File: src/common/cpu_pkg.sv
package cpu_pkg;

    // ========================================================================
    // Sizes and flag positions
    localparam int MEM_ADDR_BITS = 8;
    localparam int PC_BITS       = 16;
    localparam int FLAG_BITS     = 3;
    localparam int FLAG_ZERO     = 0;
    localparam int FLAG_CARRY    = 1;                 // Set on carry out or borrow
    localparam int FLAG_NEGATIVE = 2;

    // ========================================================================
    // Instruction set
    typedef enum logic [7:0] {
        NOP   = 8'h00,
        HLT   = 8'h01,
        ADD_B = 8'h10,
        ADD_C = 8'h11,
        ADC_B = 8'h12,
        ADC_C = 8'h13,
        SUB_B = 8'h14,
        SUB_C = 8'h15,
        SBC_B = 8'h16,
        SBC_C = 8'h17,
        ANA_B = 8'h18,
        ANA_C = 8'h19,
        INR_A = 8'h1A,
        DCR_A = 8'h1B,
        ANI   = 8'h1C,                                // One operand, AND immediate
        LDI_A = 8'h20,
        LDI_B = 8'h21,
        LDI_C = 8'h22,
        JMP   = 8'h30,                                // Operands are low then high byte
        JZ    = 8'h31,
        JNZ   = 8'h32,
        JN    = 8'h33,
        LDA   = 8'h40
    } opcode_t;

    typedef enum logic [2:0] {
        ALU_UNDEFINED = 3'd0,                         // Result register holds its value
        ALU_ADD       = 3'd1,
        ALU_ADC       = 3'd2,
        ALU_SUB       = 3'd3,
        ALU_SBC       = 3'd4,
        ALU_INR       = 3'd5,
        ALU_DCR       = 3'd6,
        ALU_AND       = 3'd7
    } alu_op_t;

    // ========================================================================
    // Sequencing
    typedef enum logic [2:0] {
        S_RESET, S_INIT, S_LATCH_ADDR, S_READ_BYTE,
        S_LATCH_BYTE, S_CHK_MORE_BYTES, S_EXECUTE, S_HALT
    } fsm_state_t;

    typedef enum logic [2:0] {
        MS0, MS1, MS2, MS3, MS4, MS5, MS6, MS7
    } microstep_t;

    typedef struct packed {
        alu_op_t alu_op;
        logic    alu_src_c;                           // Second ALU operand is C, else B
        logic    load_origin;
        logic    load_mar_pc;
        logic    pc_enable;
        logic    oe_ram;
        logic    load_ir;
        logic    load_temp_1;
        logic    load_temp_2;
        logic    oe_temp_1;
        logic    oe_temp_2;
        logic    oe_alu;
        logic    load_a;
        logic    load_b;
        logic    load_c;
        logic    load_flags;
        logic    load_sets_zn;                        // Zero and negative from the bus
        logic    load_pc_low_byte;
        logic    load_pc_high_byte;
        logic    load_mar_addr_low;
        logic    load_mar_addr_high;
        logic    check_zero;
        logic    check_not_zero;
        logic    check_carry;
        logic    check_negative;
        logic    last_step;
        logic    halt;
    } control_word_t;

endpackage

File: src/common/ctrl_if.sv
`timescale 1ns/100ps

interface ctrl_if;

    cpu_pkg::control_word_t           control_word;
    cpu_pkg::opcode_t                 opcode;      // Instruction register
    logic [cpu_pkg::FLAG_BITS-1:0]    flags;
    logic                             halted;

    modport ctrl (
        output control_word, halted,
        input  opcode, flags
    );

    modport dp (
        output opcode, flags,
        input  control_word
    );

endinterface

File: src/control_unit/control_unit.sv
`timescale 1ns/100ps

module control_unit (
    input  logic clk,
    input  logic reset,
    ctrl_if.ctrl ctrl
);

    cpu_pkg::fsm_state_t    state;
    cpu_pkg::fsm_state_t    next_state;
    cpu_pkg::microstep_t    microstep;
    cpu_pkg::microstep_t    next_microstep;
    logic [1:0]             byte_count;                   // Bytes of this instruction so far
    logic [1:0]             next_byte_count;
    logic [1:0]             num_operand_bytes;
    cpu_pkg::control_word_t rom_word;
    cpu_pkg::control_word_t cw;
    logic                   check_jump;
    logic                   jump_taken;

    // ========================================================================
    // Microcode ROM, indexed by opcode and microstep
    function automatic cpu_pkg::control_word_t microcode(cpu_pkg::opcode_t op,
                                                         cpu_pkg::microstep_t step);
        cpu_pkg::control_word_t w;
        w = '0;
        case (op)
            cpu_pkg::HLT: w.halt = 1'b1;
            cpu_pkg::JMP, cpu_pkg::JZ, cpu_pkg::JNZ, cpu_pkg::JN: begin
                w.check_zero     = (op == cpu_pkg::JZ);   // Checked on both steps
                w.check_not_zero = (op == cpu_pkg::JNZ);
                w.check_negative = (op == cpu_pkg::JN);
                if (step == cpu_pkg::MS0) begin
                    w.oe_temp_1        = 1'b1;
                    w.load_pc_low_byte = 1'b1;
                end else begin
                    w.oe_temp_2         = 1'b1;
                    w.load_pc_high_byte = 1'b1;
                    w.last_step         = 1'b1;
                end
            end
            cpu_pkg::ADD_B, cpu_pkg::ADD_C, cpu_pkg::ADC_B, cpu_pkg::ADC_C,
            cpu_pkg::SUB_B, cpu_pkg::SUB_C, cpu_pkg::SBC_B, cpu_pkg::SBC_C,
            cpu_pkg::ANA_B, cpu_pkg::ANA_C, cpu_pkg::INR_A, cpu_pkg::DCR_A,
            cpu_pkg::ANI: begin
                if (step == cpu_pkg::MS0) begin
                    case (op)
                        cpu_pkg::ADD_B, cpu_pkg::ADD_C: w.alu_op = cpu_pkg::ALU_ADD;
                        cpu_pkg::ADC_B, cpu_pkg::ADC_C: w.alu_op = cpu_pkg::ALU_ADC;
                        cpu_pkg::SUB_B, cpu_pkg::SUB_C: w.alu_op = cpu_pkg::ALU_SUB;
                        cpu_pkg::SBC_B, cpu_pkg::SBC_C: w.alu_op = cpu_pkg::ALU_SBC;
                        cpu_pkg::INR_A:                 w.alu_op = cpu_pkg::ALU_INR;
                        cpu_pkg::DCR_A:                 w.alu_op = cpu_pkg::ALU_DCR;
                        default:                        w.alu_op = cpu_pkg::ALU_AND;
                    endcase
                    w.alu_src_c = op inside {cpu_pkg::ADD_C, cpu_pkg::ADC_C,
                                             cpu_pkg::SUB_C, cpu_pkg::SBC_C,
                                             cpu_pkg::ANA_C};
                end else begin
                    w.oe_alu     = 1'b1;                  // Result registered last cycle
                    w.load_a     = 1'b1;
                    w.load_flags = 1'b1;
                    w.last_step  = 1'b1;
                end
            end
            cpu_pkg::LDI_A, cpu_pkg::LDI_B, cpu_pkg::LDI_C: begin
                w.oe_temp_1    = 1'b1;
                w.load_a       = (op == cpu_pkg::LDI_A);
                w.load_b       = (op == cpu_pkg::LDI_B);
                w.load_c       = (op == cpu_pkg::LDI_C);
                w.load_flags   = 1'b1;
                w.load_sets_zn = 1'b1;
                w.last_step    = 1'b1;
            end
            cpu_pkg::LDA: begin
                case (step)
                    cpu_pkg::MS0: begin
                        w.oe_temp_1         = 1'b1;
                        w.load_mar_addr_low = 1'b1;
                    end
                    cpu_pkg::MS1: begin
                        w.oe_temp_2          = 1'b1;
                        w.load_mar_addr_high = 1'b1;
                    end
                    cpu_pkg::MS2: w.oe_ram = 1'b1;        // Read settles
                    default: begin
                        w.oe_ram       = 1'b1;
                        w.load_a       = 1'b1;
                        w.load_flags   = 1'b1;
                        w.load_sets_zn = 1'b1;
                        w.last_step    = 1'b1;
                    end
                endcase
            end
            default: w.last_step = 1'b1;                  // NOP and unknown opcodes
        endcase
        return w;
    endfunction

    always_comb begin
        case (ctrl.opcode)
            cpu_pkg::LDI_A, cpu_pkg::LDI_B, cpu_pkg::LDI_C, cpu_pkg::ANI:
                num_operand_bytes = 2'd1;
            cpu_pkg::JMP, cpu_pkg::JZ, cpu_pkg::JNZ, cpu_pkg::JN, cpu_pkg::LDA:
                num_operand_bytes = 2'd2;
            default:
                num_operand_bytes = 2'd0;
        endcase
    end

    assign rom_word   = microcode(ctrl.opcode, microstep);
    assign check_jump = rom_word.check_zero | rom_word.check_not_zero |
                        rom_word.check_carry | rom_word.check_negative;
    assign jump_taken = (rom_word.check_zero     &  ctrl.flags[cpu_pkg::FLAG_ZERO])  |
                        (rom_word.check_not_zero & ~ctrl.flags[cpu_pkg::FLAG_ZERO])  |
                        (rom_word.check_carry    &  ctrl.flags[cpu_pkg::FLAG_CARRY]) |
                        (rom_word.check_negative &  ctrl.flags[cpu_pkg::FLAG_NEGATIVE]);

    // ========================================================================
    // Fetch and execute sequencing
    always_ff @(posedge clk) begin
        if (reset) begin
            state      <= cpu_pkg::S_RESET;
            microstep  <= cpu_pkg::MS0;
            byte_count <= 2'd0;
        end else begin
            state      <= next_state;
            microstep  <= next_microstep;
            byte_count <= next_byte_count;
        end
    end

    always_comb begin
        next_state      = state;
        next_microstep  = microstep;
        next_byte_count = byte_count;
        cw              = '0;
        case (state)
            cpu_pkg::S_RESET: next_state = cpu_pkg::S_INIT;
            cpu_pkg::S_INIT: begin
                cw.load_origin = 1'b1;                    // PC to zero
                next_state     = cpu_pkg::S_LATCH_ADDR;
            end
            cpu_pkg::S_LATCH_ADDR: begin
                cw.load_mar_pc = 1'b1;
                next_state     = cpu_pkg::S_READ_BYTE;
            end
            cpu_pkg::S_READ_BYTE: begin
                cw.oe_ram  = 1'b1;
                next_state = cpu_pkg::S_LATCH_BYTE;
            end
            cpu_pkg::S_LATCH_BYTE: begin
                cw.oe_ram      = 1'b1;
                cw.pc_enable   = 1'b1;
                cw.load_ir     = (byte_count == 2'd0);
                cw.load_temp_1 = (byte_count == 2'd1);
                cw.load_temp_2 = (byte_count == 2'd2);
                next_state     = cpu_pkg::S_CHK_MORE_BYTES;
            end
            cpu_pkg::S_CHK_MORE_BYTES: begin
                if (byte_count == num_operand_bytes) begin
                    next_state      = cpu_pkg::S_EXECUTE;
                    next_byte_count = 2'd0;
                end else begin
                    next_state      = cpu_pkg::S_LATCH_ADDR;
                    next_byte_count = byte_count + 2'd1;
                end
            end
            cpu_pkg::S_EXECUTE: begin
                cw = rom_word;
                if (rom_word.halt) begin
                    next_state     = cpu_pkg::S_HALT;
                    next_microstep = cpu_pkg::MS0;
                end else if (check_jump && !jump_taken) begin
                    cw.load_pc_low_byte  = 1'b0;          // PC stays after the operands
                    cw.load_pc_high_byte = 1'b0;
                    next_state           = cpu_pkg::S_LATCH_ADDR;
                    next_microstep       = cpu_pkg::MS0;
                end else if (rom_word.last_step) begin
                    next_state     = cpu_pkg::S_LATCH_ADDR;
                    next_microstep = cpu_pkg::MS0;
                end else begin
                    next_microstep = cpu_pkg::microstep_t'(microstep + 3'd1);
                end
            end
            default: next_state = cpu_pkg::S_HALT;        // Left only through reset
        endcase
    end

    assign ctrl.control_word = cw;
    assign ctrl.halted       = (state == cpu_pkg::S_HALT);

    // ========================================================================
    // Checks
    state_known: assert property (@(posedge clk) disable iff (reset)
        !$isunknown(state));

    byte_count_range: assert property (@(posedge clk) disable iff (reset)
        byte_count <= 2'd2);

endmodule

File: src/datapath/datapath.sv
`timescale 1ns/100ps

module datapath (
    input  logic                              clk,
    input  logic                              reset,
    ctrl_if.dp                                dp,
    output logic [cpu_pkg::MEM_ADDR_BITS-1:0] mem_addr,
    input  logic [7:0]                        mem_rdata,
    output logic [7:0]                        reg_a,
    output logic [cpu_pkg::FLAG_BITS-1:0]     flags,
    output logic [cpu_pkg::PC_BITS-1:0]       pc
);

    cpu_pkg::control_word_t            cw;
    cpu_pkg::opcode_t                  ir;
    logic [7:0]                        reg_b;
    logic [7:0]                        reg_c;
    logic [7:0]                        temp_1;
    logic [7:0]                        temp_2;
    logic [cpu_pkg::PC_BITS-1:0]       mar;
    logic [7:0]                        bus;
    logic [7:0]                        alu_operand;
    logic [8:0]                        alu_sum;       // Bit 8 is carry or borrow
    logic [7:0]                        alu_result;
    logic [cpu_pkg::FLAG_BITS-1:0]     alu_flags;
    logic                              carry_in;

    assign cw       = dp.control_word;
    assign carry_in = flags[cpu_pkg::FLAG_CARRY];

    // ========================================================================
    // Internal bus and ALU
    always_comb begin
        if (cw.oe_ram) begin
            bus = mem_rdata;
        end else if (cw.oe_alu) begin
            bus = alu_result;
        end else if (cw.oe_temp_1) begin
            bus = temp_1;
        end else if (cw.oe_temp_2) begin
            bus = temp_2;
        end else begin
            bus = 8'd0;                                 // Nothing driving
        end
    end

    assign alu_operand = (ir == cpu_pkg::ANI) ? temp_1 :
                         cw.alu_src_c         ? reg_c  : reg_b;

    always_comb begin
        case (cw.alu_op)
            cpu_pkg::ALU_ADD: alu_sum = {1'b0, reg_a} + {1'b0, alu_operand};
            cpu_pkg::ALU_ADC: alu_sum = {1'b0, reg_a} + {1'b0, alu_operand} + 9'(carry_in);
            cpu_pkg::ALU_SUB: alu_sum = {1'b0, reg_a} - {1'b0, alu_operand};
            cpu_pkg::ALU_SBC: alu_sum = {1'b0, reg_a} - {1'b0, alu_operand} - 9'(carry_in);
            cpu_pkg::ALU_INR: alu_sum = {1'b0, reg_a} + 9'd1;
            cpu_pkg::ALU_DCR: alu_sum = {1'b0, reg_a} - 9'd1;
            cpu_pkg::ALU_AND: alu_sum = {1'b0, reg_a & alu_operand};  // Carry cleared
            default:          alu_sum = 9'd0;
        endcase
    end

    always_ff @(posedge clk) begin
        if (cw.alu_op != cpu_pkg::ALU_UNDEFINED) begin
            alu_result                        <= alu_sum[7:0];
            alu_flags[cpu_pkg::FLAG_ZERO]     <= (alu_sum[7:0] == 8'd0);
            alu_flags[cpu_pkg::FLAG_CARRY]    <= alu_sum[8];
            alu_flags[cpu_pkg::FLAG_NEGATIVE] <= alu_sum[7];
        end
        if (cw.load_temp_1) temp_1 <= bus;
        if (cw.load_temp_2) temp_2 <= bus;
    end

    // ========================================================================
    // Architectural registers, PC and MAR
    always_ff @(posedge clk) begin
        if (reset) begin
            ir    <= cpu_pkg::NOP;
            reg_a <= 8'd0;
            reg_b <= 8'd0;
            reg_c <= 8'd0;
            flags <= '0;
            pc    <= '0;
            mar   <= '0;
        end else begin
            if (cw.load_ir) ir <= cpu_pkg::opcode_t'(bus);
            if (cw.load_a)  reg_a <= bus;
            if (cw.load_b)  reg_b <= bus;
            if (cw.load_c)  reg_c <= bus;
            if (cw.load_flags) begin
                if (cw.load_sets_zn) begin
                    flags[cpu_pkg::FLAG_ZERO]     <= (bus == 8'd0);  // Carry kept
                    flags[cpu_pkg::FLAG_NEGATIVE] <= bus[7];
                end else begin
                    flags <= alu_flags;
                end
            end
            if (cw.load_origin) begin
                pc <= '0;
            end else if (cw.pc_enable) begin
                pc <= pc + 1'b1;
            end
            if (cw.load_pc_low_byte)  pc[7:0]  <= bus;
            if (cw.load_pc_high_byte) pc[15:8] <= bus;
            if (cw.load_mar_pc)        mar       <= pc;
            if (cw.load_mar_addr_low)  mar[7:0]  <= bus;
            if (cw.load_mar_addr_high) mar[15:8] <= bus;
        end
    end

    assign mem_addr  = mar[cpu_pkg::MEM_ADDR_BITS-1:0];
    assign dp.opcode = ir;
    assign dp.flags  = flags;

    bus_single_driver: assert property (@(posedge clk) disable iff (reset)
        $onehot0({cw.oe_ram, cw.oe_alu, cw.oe_temp_1, cw.oe_temp_2}));

endmodule

File: src/source/program_memory.sv
`timescale 1ns/100ps

module program_memory (
    input  logic                              clk,
    input  logic                              we,
    input  logic [cpu_pkg::MEM_ADDR_BITS-1:0] waddr,
    input  logic [7:0]                        wdata,
    input  logic [cpu_pkg::MEM_ADDR_BITS-1:0] raddr,
    output logic [7:0]                        rdata
);

    logic [7:0] mem [2**cpu_pkg::MEM_ADDR_BITS];

    always_ff @(posedge clk) begin
        if (we) begin
            mem[waddr] <= wdata;                        // Loaded while the CPU is in reset
        end
    end

    assign rdata = mem[raddr];                          // Same-cycle read

endmodule

File: src/source/cpu_top.sv
`timescale 1ns/100ps

module cpu_top (
    input  logic                              clk,
    input  logic                              reset,
    input  logic                              prog_we,
    input  logic [cpu_pkg::MEM_ADDR_BITS-1:0] prog_addr,
    input  logic [7:0]                        prog_data,
    output logic                              halted,
    output logic [7:0]                        reg_a,
    output logic [cpu_pkg::FLAG_BITS-1:0]     flags,
    output logic [cpu_pkg::PC_BITS-1:0]       pc
);

    logic [cpu_pkg::MEM_ADDR_BITS-1:0] mem_addr;
    logic [7:0]                        mem_rdata;

    ctrl_if i_ctrl_if ();

    control_unit i_control_unit (
        .clk   (clk),
        .reset (reset),
        .ctrl  (i_ctrl_if.ctrl)
    );

    datapath i_datapath (
        .clk       (clk),
        .reset     (reset),
        .dp        (i_ctrl_if.dp),
        .mem_addr  (mem_addr),
        .mem_rdata (mem_rdata),
        .reg_a     (reg_a),
        .flags     (flags),
        .pc        (pc)
    );

    program_memory i_program_memory (
        .clk   (clk),
        .we    (prog_we),
        .waddr (prog_addr),
        .wdata (prog_data),
        .raddr (mem_addr),
        .rdata (mem_rdata)
    );

    assign halted = i_ctrl_if.halted;

endmodule

File: config.mk
export PLATFORM = sky130hd
export DESIGN_NAME = cpu_top
export DESIGN_NICKNAME = d
export VERILOG_FILES = /design/src/common/cpu_pkg.sv /design/src/common/ctrl_if.sv /design/src/control_unit/control_unit.sv /design/src/datapath/datapath.sv /design/src/source/program_memory.sv /design/src/source/cpu_top.sv
export SDC_FILE = /design/constraint.sdc
export NUM_CORES = 2
export LEC_CHECK = 0
export BUFFER_PORTS_ARGS = -buffer_cell sky130_fd_sc_hd__buf_2
export CORE_MARGIN = 1.5
export CORE_UTILIZATION = 68
export CTS_BUF_LIST = sky130_fd_sc_hd__clkbuf_16
export DETAILED_ROUTE_END_ITERATION = 16
export HOLD_SLACK_MARGIN = 0.15
export PLACE_DENSITY = 0.83
export SLEW_MARGIN = 20
export SYNTH_ARGS = -nofsm -noshare
export SYNTH_HDL_FRONTEND = slang
export SYNTH_SLANG_ARGS = --single-unit
File: constraint.sdc
create_clock -name clk -period 11.4 [get_ports clk]
set_input_delay 0.57 -clock clk [delete_from_list [all_inputs] [get_ports clk]]
set_output_delay 0.57 -clock clk [all_outputs]
set_load 0.005 [all_outputs]
==> results_dict.tcl <==
set metrics [dict create \
    htreeDepth 4 \
    setup_tns_ps 0 \
    grt_pass1_wl_um 347000 \
    die_h_um 360 \
    clock_latency_ps 860 \
    drt_iter0_markers 9678 \
    cp_slowest_cell "buf_4" \
    wl_um 248000 \
    cts_buffer_depth 3 \
    status "finished clean" \
    syn_area_per_cell_um2 19.3 \
    worst_pin_slew_ps 1190 \
    synth_edf_count 2074 \
    grt_max_degree 126 \
    num_vias 49300 \
    p_leak_nw 29.0 \
    rsz0062_at_grt "no" \
    drive_above_1_share_pct 18.9 \
    dpl.hpwl_um 139000 \
    postSynthCellCount 4500 \
    grt_usage_pct 38.1 \
    stdcell_count 6413 \
    finalCritPeriodShare_pct 52.6 \
    gp_congestion 0.935 \
    synth_area_leader_cell "edfxtp_1" \
    path_max_fanout 83 \
    ir_drop_uv 190 \
    critical_path_class "reg2reg" \
    die_w_um 360 \
    synth.top_cell.area_share_pct 71.9 \
    ys_types 95 \
    fin_area_mm2 0.0944 \
    cts_sinks 2152 \
    reg2reg_depth 12 \
    hold_slack_ps 195 \
    ys_ff_latch 2152 \
    holdCritStartpoint "prog_data[6]" \
    synthArstFlopShare_pct 0 \
    clock_skew_ps 39.1 \
    grt_pass1_vias 48000 \
    top_usage_layer "met2" \
    ant_nets 0 \
    clkTransAtPathRegs_ps 60 \
    min_path_cells 1 \
    overflow 0 \
    port-buffer-count 46 \
    drv_slew 0 \
    area_growth_syn_to_layout_pct 8.92 \
    placed_cell_area_mm2 0.0880 \
    initial_core_util_pct 68.7 \
    syn_nets 4562 \
    worst_setup_path_end_kind "register" \
    die_area_mm2 0.130 \
    final_nets 4650 \
    ys_warn_count 0 \
    hold_viol 0 \
    antenna_found_initial 10 \
    ys_seq_area_share_pct 73.7 \
    crit_required_ps 12140 \
    ios 47 \
    place_inst 6033 \
    hold_end "i_program_memory.mem[126][6]$_DFFE_PP_" \
    fmax_mhz 167 \
    total_power_mw 15.5 \
    syn_area_mm2 0.0866 \
    pwr_density_cell_mw_per_mm2 164 \
    maxSlewHeadroom_pct 18.3 \
    postCtsHoldBufs 0 \
    grt_use_met3_pct 11.5 \
    arrival_ps 6730 \
    use_met1_pct 50.2 \
    core_mm2 0.126 \
    ff2ff_setup_slack_ps 5410 \
    cts_tree "built" \
    cts_made_buffers 202 \
    synth_flop_cell "edfxtp_1" \
    finalCriticalPeriod_ps 5990 \
    max_stage_delay_ps 760 \
    remaining_drc_errors 0 \
    drt-pass1-iter-count 9 \
    synthTopCellsByArea "edfxtp_1 72%, mux4_2 11%, mux2i_1 1.9%, mux4_1 1.8%, dfxtp_1 1.8%" \
    finalSetupViolations 0 \
    start_kind "register" \
    max_cap_viol_count 0 \
    worstHoldPathType "in2reg" \
    path_cells "buf_12 > buf_4 > mux4_1 > a22oi_1 > nand2_1 > a21oi_1 > or4b_1 > o31ai_2 > or2_2 > a21oi_2 > or3_1 > or2_1" \
    avgViaCountPerCell 7.68 \
    grtUsageMet2_pct 57.1 \
    post-cts-setup-buffers 0 \
    std_cell_rows 130 \
    netlist_top_cells_count "2074 x edfxtp_1, 422 x mux4_2, 398 x nor2_1" \
    wire_per_inst_um 38.6 \
    cts-root-buf "clkbuf_16" \
    cts_resized 0 \
    synth.most_common_cell "edfxtp_1" \
]
-- per-layer routing --
layer / share of wire, % / up-vias / wire length (um)
met2: 46 / 5179 / 113000
li1: - / 18600 / -
met4: 7.2 / 10 / 17800
met3: 15 / 1116 / 37900
met1: 32 / 24400 / 78600
met5: 0.032 / - / 80
-- cell usage in the layout, fill, tap and decap left out, types with 19 or more instances in the layout --
cell          n
o22ai_1      30
buf_4        78
nand2b_1     23
a22oi_1      95
clkinv_2     29
nor3_1       47
inv_1        85
mux4_2      422
edfxtp_1   2074
clkbuf_16   202
nor2b_1      21
a21oi_1      86
nor2_1      392
nand2_1     188
nand3_1      70
mux2i_1     162
a211oi_1     19
mux4_1       60
clkinv_1     53
a221oi_1     29
xnor2_1      33
ha_1         40
o21ai_0      40
dfxtp_1      73
buf_2        38
nand4_1      22
-- sequential cells by signal, indices dropped and copies added, names as in the netlist, named ones only --
register                   count
i_datapath.dp.opcode           8
i_control_unit.microstep       3
i_control_unit.byte_count      2
i_datapath.reg_c               8
i_datapath.temp_1              8
i_datapath.temp_2              8
i_datapath.reg_b               8
i_datapath.alu_result          7
i_control_unit.state           3
i_program_memory.mem        2048
i_datapath.alu_flags           3
i_datapath.mar                 8
i_datapath.dp.flags            3
i_datapath.pc                 16
i_datapath.reg_a               8
-- how the worst max path moves through the flow --
| stage | startpoint | end | slack, ps |
|---|---|---|---|
| 6_report | register | register | 5410 |
| 2_1_floorplan | i_control_unit.microstep[0]$_SDFFE_PP0P_ | i_datapath.alu_flags[0]$_DFFE_PP_ | 6870 |
| 3_3_place_gp | register | register | 5830 |
| 4_1_cts | register | register | 5660 |
| 3_5_place_dp | register | register | 5780 |
| 5_1_grt | register | register | 5310 |
-- where the power goes --
group / switching, mW / internal [mW]
Combinational: 0.219 / 0.0383
Clock: 3.04 / 3.47
Sequential: 0.00931 / 8.68
Total: 3.27 / 12.2
-- cell type report --
type                    instances  area (um2)
fillers                      6401       31700
repair buffers                131        1020
diodes                          9        22.5
multi-input cells            2060       21000
flip-flops and latches       2152       63900
well taps                    1650        2060
inverters                      41         155
clock inverters               168        1220
clock buffers                 202        5050
-- through the flow --
stage	worst slack (ps)	utilization, %
6_report	5410	74.9
5_1_grt	5310	74.8
4_1_cts	5660	74.8
3_5_place_dp	5780	69.8
3_3_place_gp	5830	69.8
2_1_floorplan	6870	-
-- cell families (layout without fill, tap and decap cells) --
group / after synthesis / count (layout) / share of synthesized area [%]
xor+xnor: 40 / 40 / 0.404
flops: 2152 / 2152 / 73.7
fa+ha+maj: 43 / 43 / 0.647
simple gates: 876 / 876 / 4.55
compound gates: 440 / 440 / 3.61
other cells: 0 / 9 / 0
mux: 661 / 661 / 14.9
buf+inv: 288 / 542 / 2.21
-- worst max-delay path: cells and delay by family, from the launching register on --
kind,cells,cell delay [ps]
compound gates,4,1410
buf+inv,2,1250
flops,1,680
mux,1,660
simple gates,5,1550
No activity file was read; power rests on OpenSTA's default activity.
